## src/rtl/dct_pkg.sv

```systemverilog
`default_nettype none

package dct_pkg;

    // --------------------------------------------------
    // Datapath widths
    // --------------------------------------------------
    localparam int sample_w  = 8;     // Level-shifted sample, -128..127
    localparam int coef1_w   = 11;    // After the row pass
    localparam int coef2_w   = 14;    // After the column pass
    localparam int cos_w     = 8;     // Signed cosine table entry
    localparam int cos_shift = 6;     // Removes the x64 table scale

    typedef logic signed [sample_w-1:0] sample_t;
    typedef logic signed [coef1_w-1:0]  coef1_t;
    typedef logic signed [coef2_w-1:0]  coef2_t;

    // --------------------------------------------------
    // Cosine basis, row k is frequency k, column n is sample n
    // --------------------------------------------------
    // round(64 * c(k) * cos((2n+1)k*pi/16)), c(0) = sqrt(1/8), else 1/2
    localparam logic signed [cos_w-1:0] cos_table [64] = '{
        8'sd23,  8'sd23,  8'sd23,  8'sd23,  8'sd23,  8'sd23,  8'sd23,  8'sd23,
        8'sd31,  8'sd27,  8'sd18,  8'sd6,  -8'sd6,  -8'sd18, -8'sd27, -8'sd31,
        8'sd30,  8'sd12, -8'sd12, -8'sd30, -8'sd30, -8'sd12,  8'sd12,  8'sd30,
        8'sd27, -8'sd6,  -8'sd31, -8'sd18,  8'sd18,  8'sd31,  8'sd6,  -8'sd27,
        8'sd23, -8'sd23, -8'sd23,  8'sd23,  8'sd23, -8'sd23, -8'sd23,  8'sd23,
        8'sd18, -8'sd31,  8'sd6,   8'sd27, -8'sd27, -8'sd6,   8'sd31, -8'sd18,
        8'sd12, -8'sd30,  8'sd30, -8'sd12, -8'sd12,  8'sd30, -8'sd30,  8'sd12,
        8'sd6,  -8'sd18,  8'sd27, -8'sd31,  8'sd31, -8'sd27,  8'sd18, -8'sd6
    };

endpackage

`default_nettype wire

```

## src/rtl/dct_1d.sv

```systemverilog
`timescale 1ns/100ps
`default_nettype none

module dct_1d #(
    parameter int in_w  = dct_pkg::sample_w,    // Input sample width
    parameter int out_w = dct_pkg::coef1_w      // Output coefficient width
) (
    input  logic                    clk,
    input  logic                    arst_n,
    input  logic signed [in_w-1:0]  di [8],     // One row or column
    input  logic                    di_valid,
    output logic                    di_hold,
    output logic signed [out_w-1:0] q [8],      // Eight coefficients, k = 0..7
    output logic                    q_valid,
    input  logic                    q_hold
);

    localparam int prod_w = in_w + dct_pkg::cos_w;  // Full product
    localparam int sum_w  = prod_w + 3;             // Eight products, no overflow

    logic                     s1_valid;     // Stage 1 holds products
    logic                     s2_load;      // Stage 1 moves into stage 2
    logic                     di_acc;       // Input beat taken
    logic signed [prod_w-1:0] prod [64];    // Index k*8 + n
    logic signed [sum_w-1:0]  acc  [8];
    logic signed [sum_w-1:0]  shr  [8];

    // --------------------------------------------------
    // Pipeline control
    // --------------------------------------------------
    // Stage 2 takes new data when empty or when its beat leaves this cycle
    assign s2_load = s1_valid && (!q_valid || !q_hold);
    // Stage 1 is free when empty or draining into stage 2
    assign di_hold = s1_valid && !s2_load;
    assign di_acc  = di_valid && !di_hold;

    always_ff @(posedge clk or negedge arst_n) begin
        if (!arst_n) begin
            s1_valid <= 1'b0;
            q_valid  <= 1'b0;
        end else begin
            if (di_acc) begin
                s1_valid <= 1'b1;               // Refilled
            end else if (s2_load) begin
                s1_valid <= 1'b0;               // Drained, nothing behind
            end
            if (s2_load) begin
                q_valid <= 1'b1;
            end else if (!q_hold) begin
                q_valid <= 1'b0;                // Output taken
            end
        end
    end

    // --------------------------------------------------
    // Stage 1, all 64 products
    // --------------------------------------------------
    always_ff @(posedge clk) begin
        if (di_acc) begin
            for (int k = 0; k < 8; k++) begin
                for (int n = 0; n < 8; n++) begin
                    prod[k*8+n] <= di[n] * dct_pkg::cos_table[k*8+n];
                end
            end
        end
    end

    // --------------------------------------------------
    // Stage 2, row sums and scaling
    // --------------------------------------------------
    always_comb begin
        for (int k = 0; k < 8; k++) begin
            acc[k] = '0;
            for (int n = 0; n < 8; n++) begin
                acc[k] = acc[k] + sum_w'(prod[k*8+n]);  // Sign extended
            end
            shr[k] = acc[k] >>> dct_pkg::cos_shift;     // Floor, not rounded
        end
    end

    always_ff @(posedge clk) begin
        if (s2_load) begin
            for (int k = 0; k < 8; k++) begin
                q[k] <= shr[k][out_w-1:0];  // Keep low out_w bits
            end
        end
    end

endmodule

`default_nettype wire

```

## config.mk

```make
export PLATFORM = sky130hd
export DESIGN_NAME = dct_1d
export DESIGN_NICKNAME = d
export VERILOG_FILES = /design/src/rtl/dct_pkg.sv /design/src/rtl/dct_1d.sv
export SDC_FILE = /design/constraint.sdc
export NUM_CORES = 2
export LEC_CHECK = 0
export CAP_MARGIN = 20
export CORE_ASPECT_RATIO = 1.75
export CORE_MARGIN = 2
export CORE_UTILIZATION = 51
export CTS_CLUSTER_DIAMETER = 40
export DETAILED_ROUTE_END_ITERATION = 10
export DONT_BUFFER_PORTS = 1
export HOLD_SLACK_MARGIN = 0.15
export PLACE_DENSITY_LB_ADDON = 0.05
export SLEW_MARGIN = 20
export SYNTH_ARGS = -nofsm -noshare
export SYNTH_HDL_FRONTEND = slang
export SYNTH_SLANG_ARGS = --single-unit
```

## constraint.sdc

```tcl
create_clock -name clk -period 48.4 [get_ports clk]
set_input_delay 9.68 -clock clk [delete_from_list [all_inputs] [get_ports clk]]
set_output_delay 9.68 -clock clk [all_outputs]
set_load 0.01 [all_outputs]
```

==> qor.txt <==
I/O Buffers: 0
Synth Flop Type: edfxtp_1
Element type at the critical path start: input pin
Die area: 149100 µm²
Syn-to-layout area delta: 8.695%
First-pass GRT wire length: 343.7 mm
Area of the multi-input gates: 45700 µm²
Status: finished clean
Synthesis Warnings: 0
Tcrit/Tclk final: 0.4047
Initial core utilization: 0.5128
Remaining antenna violation count: 0
Layout cells sized above 1: 0.03445
Total grt overflow: 0
Synth Area per Inst: 11.26 µm²
Rows: 185
Number of fill cells in the layout: 12840
Latest clock arrival within the worst-skew pair: 0.75 ns
TritonCTS clock tree: done
Pins Over Slew Limit: 0
Post-synthesis cell type count: 66
Delay-heaviest family, CP: buffers and inverters
CP bufs+invs: 1
Critical Path Fanout Max: 3
Yosys top cell area share: 0.2837
Worst path arrival time: 9.91 ns
Max-cap violations: 0
Clk pin slew, worst setup/hold paths: 0.05 ns
Final hold vios: 0
1st-iter DRT viols: 2366
Core area: 145100 µm²
CP cell instances: nand3_1 -> inv_1
Worst path required time: 38.72 ns
Crit path kind: in2out
Die Height: 509.3 µm
CP peak stage delay: 0.13 ns
DRT Pass-1 Iters: 7
RSZ-0062 raised after global routing: no
Cts hold-fix bufs: 0
Seq cells post-synth: 705
Via count: 45660
CTS root buf: clkbuf_16
Placer Congestion: 0.9824
Clk_skew: 0.03807 ns
Die X: 292.8 µm
Synth area leaders: edfxtp_1, fa_1, ha_1
Max Clk Rate: 51.05 MHz
Most frequent cells after synthesis: inv_1, ha_1, fa_1, edfxtp_1, xnor2_1
Drt total wl: 242.7 mm
Clock buffer depth: 3
Final #Nets: 8844
DR DRC count: 0
Worst slew pin tran: 1.193 ns
Post-Syn Instances: 6612
Post-CTS Resized: 0
Levels on crit path: 2
Cell with the most instances after synthesis: inv_1
Post-Syn Area: 74420 µm²
Total CTS buffers: 109
I/O pins: 158
Initial antenna violation count: 23
Worst path slowest cell: inv_1
Reg2reg path depth: 14
Sequential area share after synthesis: 0.2843
Hold Crit Class: reg2reg
Largest net degree at the start of global routing: 80
GRT Util Overall: 0.3364
Vias in the first global route: 49580
Avg WL per Cell: 27.62 µm
Async S/R FF share, synth: 0.002837
FF/Latch Area: 21160 µm²
Setup TNS Final: 0 ns
Hpwl dp: 212.4 mm
Syn_nets: 8726
Sink Count: 705
Final period demand of the worst path: 19.59 ns
Relative slew slack: 0.2009
CP endpoint kind: output port
Htree depth: 3
Number of enable flip-flop cells after synthesis: 703
Min-Delay Path Depth: 1
Dominant cell type by area after synthesis: edfxtp_1
# setup viols final: 0
Postcts setup bufs: 0
Vias per cell: 5.197
## stage by stage
| stage | worst slack, ns | std cells | cell area (µm²) | utilization | hold WS, ns |
|---|---|---|---|---|---|
| 2_1_floorplan | 23.67 | 6612 | 74420 | - | 0.4434 |
| 6_report | 28.81 | 8786 | 80890 | 0.5574 | 0.5053 |
| 5_1_grt | 28.78 | 8777 | 80870 | 0.5572 | 0.5428 |
| 4_1_cts | 28.81 | 8692 | 80660 | 0.5557 | 0.5054 |
| 3_5_place_dp | 28.81 | 8489 | 76940 | 0.5301 | 0.4935 |
| 3_3_place_gp | 28.76 | 8489 | 76940 | 0.5301 | 0.4619 |
## worst paths after layout
path	from	to	slack, ns
setup / recovery	q_hold	di_hold	28.81
hold / removal	s1_valid	q_valid	0.51
setup reg to reg	prod[30][21]	q[7]	42.93
hold reg to reg	s1_valid	q_valid	0.51
max in group asynchronous	arst_n	q_valid	39.70
min in group asynchronous	arst_n	s1_valid	8.63
## logic make-up (layout without fill, tap and decap cells)
| logic type | after synthesis | count (layout) | share of synthesized area |
|---|---|---|---|
| buf+inv | 2026 | 2236 | 0.1022 |
| compound gates | 766 | 766 | 0.06597 |
| flops | 705 | 705 | 0.2843 |
| mux | 21 | 21 | 0.002925 |
| xor+xnor | 587 | 587 | 0.06908 |
| other cells | 0 | 94 | 0 |
| simple gates | 461 | 461 | 0.02841 |
| fa+ha+maj | 2046 | 2046 | 0.4471 |
## cells in the final DEF, fill, tap and decap left out, types with 11 or more instances in the layout
cell type	netlist	final
a21o_1	126	126
a21oi_1	296	296
a31oi_1	22	22
a41oi_1	12	12
and2_1	14	13
buf_4	0	28
clkbuf_16	0	113
clkinv_1	1	15
clkinv_2	0	11
diode_2	0	94
edfxtp_1	703	703
fa_1	1022	1022
ha_1	1024	1024
inv_1	2004	2004
inv_6	0	12
inv_8	0	16
mux2i_1	15	15
nand2_1	103	103
nand2b_1	15	15
nand3_1	28	28
nor2_1	183	183
nor2b_1	53	53
nor3_1	37	37
o211ai_1	16	16
o21a_1	38	38
o21ai_0	53	53
o21ai_1	34	34
o21bai_1	85	85
o41ai_1	11	11
xnor2_1	444	440
xor2_1	143	143
## final cells by class
cell class | instances | share of cell area
Multi-Input combinational cell | 3881 | 0.5649
Sequential cell | 705 | 0.2616
Inverter | 2005 | 0.09304
Clock buffer | 120 | 0.03528
Tap cell | 1870 | 0.02892
Clock inverter | 83 | 0.01073
Antenna cell | 94 | 0.002908
Timing Repair Buffer | 28 | 0.002599
## state kept, by name, indices dropped and copies added, names as in the netlist
| signal | flops |
|---|---|
| q_valid | 1 |
| q | 88 |
| prod | 615 |
| s1_valid | 1 |
## per-layer routing
layer | wire [µm] | vias to the layer above | global-route usage
met5 | 8 | - | 0
met4 | 27600 | 2 | 0.3046
met3 | 8840 | 436 | 0.04009
met2 | 122700 | 999 | 0.5920
met1 | 83550 | 23160 | 0.3524
li1 | - | 21070 | -
Power is left out: the tool's default activity adds up to more than one toggle a clock period on the data nets, which glitch-free logic cannot reach.
