### src/rtl/dct_pkg.sv
`default_nettype none

package dct_pkg;

    // --------------------------------------------------
    // Datapath widths
    // --------------------------------------------------
    localparam int sample_w  = 8;     // Level-shifted sample, -128..127
    localparam int coef1_w   = 11;    // After the row pass
    localparam int coef2_w   = 14;    // After the column pass
    localparam int cos_w     = 8;     // Signed cosine table entry
    localparam int cos_shift = 6;     // Removes the x64 table scale

    typedef logic signed [sample_w-1:0] sample_t;
    typedef logic signed [coef1_w-1:0]  coef1_t;
    typedef logic signed [coef2_w-1:0]  coef2_t;

    // --------------------------------------------------
    // Cosine basis, row k is frequency k, column n is sample n
    // --------------------------------------------------
    // round(64 * c(k) * cos((2n+1)k*pi/16)), c(0) = sqrt(1/8), else 1/2
    localparam logic signed [cos_w-1:0] cos_table [64] = '{
        8'sd23,  8'sd23,  8'sd23,  8'sd23,  8'sd23,  8'sd23,  8'sd23,  8'sd23,
        8'sd31,  8'sd27,  8'sd18,  8'sd6,  -8'sd6,  -8'sd18, -8'sd27, -8'sd31,
        8'sd30,  8'sd12, -8'sd12, -8'sd30, -8'sd30, -8'sd12,  8'sd12,  8'sd30,
        8'sd27, -8'sd6,  -8'sd31, -8'sd18,  8'sd18,  8'sd31,  8'sd6,  -8'sd27,
        8'sd23, -8'sd23, -8'sd23,  8'sd23,  8'sd23, -8'sd23, -8'sd23,  8'sd23,
        8'sd18, -8'sd31,  8'sd6,   8'sd27, -8'sd27, -8'sd6,   8'sd31, -8'sd18,
        8'sd12, -8'sd30,  8'sd30, -8'sd12, -8'sd12,  8'sd30, -8'sd30,  8'sd12,
        8'sd6,  -8'sd18,  8'sd27, -8'sd31,  8'sd31, -8'sd27,  8'sd18, -8'sd6
    };

endpackage

`default_nettype wire

### src/rtl/scan_pkg.sv
`default_nettype none

package scan_pkg;

    // --------------------------------------------------
    // Block geometry and counters
    // --------------------------------------------------
    localparam int blk_n = 8;              // Side of a block

    typedef logic [2:0] row_cnt_t;         // Row or column index
    typedef logic [4:0] pair_cnt_t;        // Output pair index, 32 per block

    // --------------------------------------------------
    // Zigzag scan, position -> natural index (row*8 + col)
    // --------------------------------------------------
    // Row is the vertical frequency, col the horizontal one
    localparam logic [5:0] zz_order [64] = '{
        6'd0,  6'd1,  6'd8,  6'd16, 6'd9,  6'd2,  6'd3,  6'd10,
        6'd17, 6'd24, 6'd32, 6'd25, 6'd18, 6'd11, 6'd4,  6'd5,
        6'd12, 6'd19, 6'd26, 6'd33, 6'd40, 6'd48, 6'd41, 6'd34,
        6'd27, 6'd20, 6'd13, 6'd6,  6'd7,  6'd14, 6'd21, 6'd28,
        6'd35, 6'd42, 6'd49, 6'd56, 6'd57, 6'd50, 6'd43, 6'd36,
        6'd29, 6'd22, 6'd15, 6'd23, 6'd30, 6'd37, 6'd44, 6'd51,
        6'd58, 6'd59, 6'd52, 6'd45, 6'd38, 6'd31, 6'd39, 6'd46,
        6'd53, 6'd60, 6'd61, 6'd54, 6'd47, 6'd55, 6'd62, 6'd63
    };

endpackage

`default_nettype wire

### src/rtl/transpose.sv
`timescale 1ns/100ps
`default_nettype none

module transpose #(
    parameter int data_w = dct_pkg::coef1_w
) (
    input  logic                     clk,
    input  logic                     arst_n,
    input  logic signed [data_w-1:0] d [8],     // One row per beat
    input  logic                     d_valid,
    output logic                     d_hold,
    output logic signed [data_w-1:0] q [8],     // One column per beat
    output logic                     q_valid,
    input  logic                     q_hold
);

    localparam scan_pkg::row_cnt_t last_idx = scan_pkg::row_cnt_t'(scan_pkg::blk_n - 1);

    // Two banks, [bank][row][col]
    logic signed [data_w-1:0] mem [2][scan_pkg::blk_n][scan_pkg::blk_n];

    scan_pkg::row_cnt_t wr_row;     // Next row to write
    scan_pkg::row_cnt_t rd_col;     // Next column to read
    logic               wr_bank;
    logic               rd_bank;
    logic [1:0]         full;       // Bank holds a complete block
    logic               wr_acc;
    logic               rd_acc;

    // --------------------------------------------------
    // Handshake
    // --------------------------------------------------
    assign d_hold  = &full;             // No free bank left
    assign wr_acc  = d_valid && !d_hold;
    assign q_valid = full[rd_bank];     // Oldest block ready
    assign rd_acc  = q_valid && !q_hold;

    always_ff @(posedge clk or negedge arst_n) begin
        if (!arst_n) begin
            wr_row  <= '0;
            rd_col  <= '0;
            wr_bank <= 1'b0;
            rd_bank <= 1'b0;
            full    <= '0;
        end else begin
            if (wr_acc) begin
                wr_row <= wr_row + 1'b1;    // Wraps after row 7
                if (wr_row == last_idx) begin
                    full[wr_bank] <= 1'b1;
                    wr_bank       <= ~wr_bank;
                end
            end
            if (rd_acc) begin
                rd_col <= rd_col + 1'b1;
                if (rd_col == last_idx) begin
                    full[rd_bank] <= 1'b0;  // Last column out, bank free
                    rd_bank       <= ~rd_bank;
                end
            end
        end
    end

    // --------------------------------------------------
    // Storage, rows in and columns out
    // --------------------------------------------------
    always_ff @(posedge clk) begin
        if (wr_acc) begin
            for (int c = 0; c < scan_pkg::blk_n; c++) begin
                mem[wr_bank][wr_row][c] <= d[c];
            end
        end
    end

    always_comb begin
        for (int r = 0; r < scan_pkg::blk_n; r++) begin
            q[r] = mem[rd_bank][r][rd_col];  // Stable while held
        end
    end

endmodule

`default_nettype wire

### config.mk
export PLATFORM = sky130hd
export DESIGN_NAME = transpose
export DESIGN_NICKNAME = d
export VERILOG_FILES = /design/src/rtl/dct_pkg.sv /design/src/rtl/scan_pkg.sv /design/src/rtl/transpose.sv
export SDC_FILE = /design/constraint.sdc
export NUM_CORES = 2
export LEC_CHECK = 0
export ABC_CLOCK_PERIOD_IN_PS = 7470
export BUFFER_PORTS_ARGS = -buffer_cell sky130_fd_sc_hd__buf_2
export CAP_MARGIN = 30
export CORE_UTILIZATION = 25
export DETAILED_ROUTE_END_ITERATION = 10
export GPL_ROUTABILITY_DRIVEN = 0
export SLEW_MARGIN = 0
export SYNTH_ARGS = -nofsm -noshare
export SYNTH_HDL_FRONTEND = slang
export SYNTH_SLANG_ARGS = --single-unit
### constraint.sdc
create_clock -name clk -period 7.47 [get_ports clk]
set_clock_uncertainty 0.15 [all_clocks]
set_input_delay 0.747 -clock clk [delete_from_list [all_inputs] [get_ports clk]]
set_output_delay 0.747 -clock clk [all_outputs]
set_load 0.1 [all_outputs]
==> key figures <==
Run status
  – Outcome: finished, final reports clean

Critical path
  – Slowest Stage Delay on Critical Path: 1050 ps
  – Critical-path cell list: buf_12 > mux4_2 > a22oi_1 > nand2_1 > buf_2
  – Worst Path Arrival: 4000 ps
  – Crit end category: output port
  – Reg2Reg Setup Slack: 3310 ps
  – Worst-path fanout max: 126
  – Slowest-stage cell, CP: dfrtp_4
  – R2r endpoint: mem[0][465]
  – FF-to-FF path depth: 7
  – Req. time, crit path: 6570 ps
  – Reg-to-Reg Start: wr_row[0]
  – Critical path type: flop to output port
  – Startpoint types: flop

Hold path
  – Min-delay src: q_hold
  – Worst Hold End: full[1]
  – Min-Delay Path Class: input port to flop
  – Hold path cells: 3

Timing
  – Final hold slack: 167 ps
  – Slew @ Worst Pin: 1110 ps
  – Min Clock Period, post-route: 4900 ps
  – Peak Freq: 204 MHz
  – Setup total negative slack: 0 ps
  – Max_slew headroom: 0.261
  – Fin crit share: 0.656
  – Hold Fails Final Rpt: 0
  – Setup violators final: 0
  – Final slew viol count: 0
  – RSZ-0062 raised after global routing: false

Die
  – Core area: 235000 um2
  – Std-Cell Rows: 178
  – # IOs: 182
  – Initial core utilization: 0.251
  – Die area: 238000 um2
  – Chip height: 488 um
  – Die width: 488 um

Route
  – Drt first pass iters: 8
  – Antenna Nets Post-Route: 0
  – Via-per-instance ratio: 5.12
  – Routed wire per std cell: 30.6 um
  – Drt initial violations: 5154
  – Total wire length: 198 mm
  – DR DRC count: 0
  – Vias: 33100

Clock tree
  – # Post-CTS Setup Buffers: 0
  – Number of H-tree levels: 4
  – Post-CTS sizing: 0
  – CTS tree: built
  – Worst-path clk slew: 60 ps
  – Hold-fix buffers, CTS: 1
  – Clock Tree Buf Depth: 3
  – Clk_lat worst skew: 770 ps
  – CTS buffer count: 141
  – Clk sinks: 1418
  – CTS root buffer: clkbuf_16

Layout
  – Layout cell share with drive strength beyond 1: 0.250
  – Nets: 3300
  – Area Overhead vs Synth: 14.8%
  – Most frequent cells in the layout: 1408 x edfxtp_1, 616 x a21o_1, 352 x mux4_2
  – Most common cell after layout, fill and taps aside: edfxtp_1

Pwr
  – Sw power: 12.1 mW
  – Peak supply drop: 0.499 mV
  – Power Total: 28.9 mW
  – Pwr dens: 426 nW/um2
  – Lkg Pwr: 23.9 nW
  – Clk network pwr share: 0.236
  – Gate power share: 0.412
  – P_int: 16.8 mW
  – Sequential power share: 0.352
  – Switching Fraction: 0.418

Yosys
  – Yosys top cell by area: edfxtp_1
  – EDFF count, synth: 1408
  – Top-area cell type share of the netlist area: 0.716
  – Cell Area, Synth: 59100 um2
  – Synth Register Bits: 1418
  – Library cells used by synthesis: 30
  – Asr flop ratio synth: 0.00705
  – Ys flop type: edfxtp_1
  – Mapped Avg Cell Area: 19.1 um2
  – Syn nets: 3194
  – Seq/Total Area, Yosys: 0.720
  – Synthesis Warnings: 0
  – Syn Inst Count: 3098
  – Area contributors post-synth: edfxtp_1 72%, mux4_2 13%, a21o_1 7.8%, a22oi_1 2.2%, buf_2 0.86%

Global route
  – Total Routing Usage GR: 0.164
  – Pin count of the biggest net entering global routing: 139
  – Global route total overflow: 0
  – Vias in the first global route: 32900
  – First-pass GRT wire length: 268 mm
  – Initial antenna violation count: 76

Placed design
  – DPL Wire Length: 114 mm
  – Port Buffers: 181

Run
  – Max Cap Viol: 0
-- critical path: cells and delay by family, from the launching register on --
kind,cells,cell delay (ps)
DFF,1,1050
buffers and inverters,2,1020
muxes,1,410
AOI/OAI and AO/OA,1,240
and+or+nand+nor,1,240
-- routing by layer --
layer / up-vias / part of all wire / GRT usage
met5: - / 0.00066 / 0
li1: 13000 / - / -
met1: 17700 / 0.37 / 0.212
met2: 2101 / 0.48 / 0.264
met4: 24 / 0.035 / 0.0565
met3: 328 / 0.12 / 0.0428
-- area by class of cell --
cell class,count,area (um2)
inverter,11,41.3
fill,23100,167000
antenna,10,25.0
clock inverter,73,538
multi-input combinational,1379,15200
timing repair buffer,253,1720
tap,3150,3940
clock buffer,177,3770
sequential,1418,42500
-- kinds of logic (layout without fill, tap and decap cells) --
family / after synthesis / count (layout) / synth area share
AND/OR/NAND/NOR: 126 / 126 / 0.00972
adder cells (fa/ha/maj): 4 / 4 / 0.000847
buffers and inverters: 301 / 514 / 0.0248
other: 0 / 10 / 0
AO/OA/AOI/OAI: 889 / 889 / 0.109
flip-flops: 1418 / 1418 / 0.720
XOR/XNOR: 3 / 3 / 0.000445
multiplexers: 357 / 357 / 0.135
-- power groups by stage --
| stage | Combinational, mW | Sequential [mW] | Clock [mW] |
|---|---|---|---|
| floorplan | 8.87 | 10.2 | 0 |
| global route | 12.4 | 10.2 | 7.20 |
| finish | 11.9 | 10.2 | 6.83 |
| detailed placement | 12.1 | 10.3 | 0 |
| global placement | 12.0 | 10.3 | 0 |
| CTS | 12.1 | 10.2 | 6.90 |
-- how the worst max path moves through the flow --
stage / start / end / slack (ps) / cells past startpoint
3_3_place_gp: d_valid / mem[0][93] / 2840 / 7
6_report: rd_col[0] / q[77] / 2570 / 5
4_1_cts: rd_col[0] / q[32] / 2520 / 5
3_5_place_dp: d_valid / mem[0][114] / 2840 / 7
5_1_grt: rd_bank / q[17] / 2460 / 5
2_1_floorplan: d_valid / mem[0][100] / 1350 / 6
-- state kept, by name, summed over array words and instances, names as in the netlist --
signal	count
mem	1408
rd_bank	1
wr_row	3
wr_bank	1
full	2
rd_col	3
-- Yosys cell counts, types with 2 or more instances --
cell      count
a21o_1      616
a21oi_1      91
a22oi_1     176
and2_1       11
and3_1        9
and3b_1       2
buf_1        83
buf_2       101
buf_4         9
buf_6        23
clkbuf_1     74
dfrtp_1      10
edfxtp_1   1408
ha_1          4
inv_1        11
mux2_2        5
mux4_2      352
nand2_1      89
nor2b_1      12
xor2_1        2
-- through the flow --
step / cell area, um2 / setup WS, ps / util / std cells
2_1_floorplan: 59100 / 1350 / - / 3098
3_3_place_gp: 63200 / 2840 / 0.269 / 6199
3_5_place_dp: 63300 / 2840 / 0.269 / 6204
4_1_cts: 67600 / 2520 / 0.288 / 6455
5_1_grt: 67800 / 2460 / 0.289 / 6461
6_report: 67800 / 2570 / 0.289 / 6471
Power figures use the tool's default switching activity.
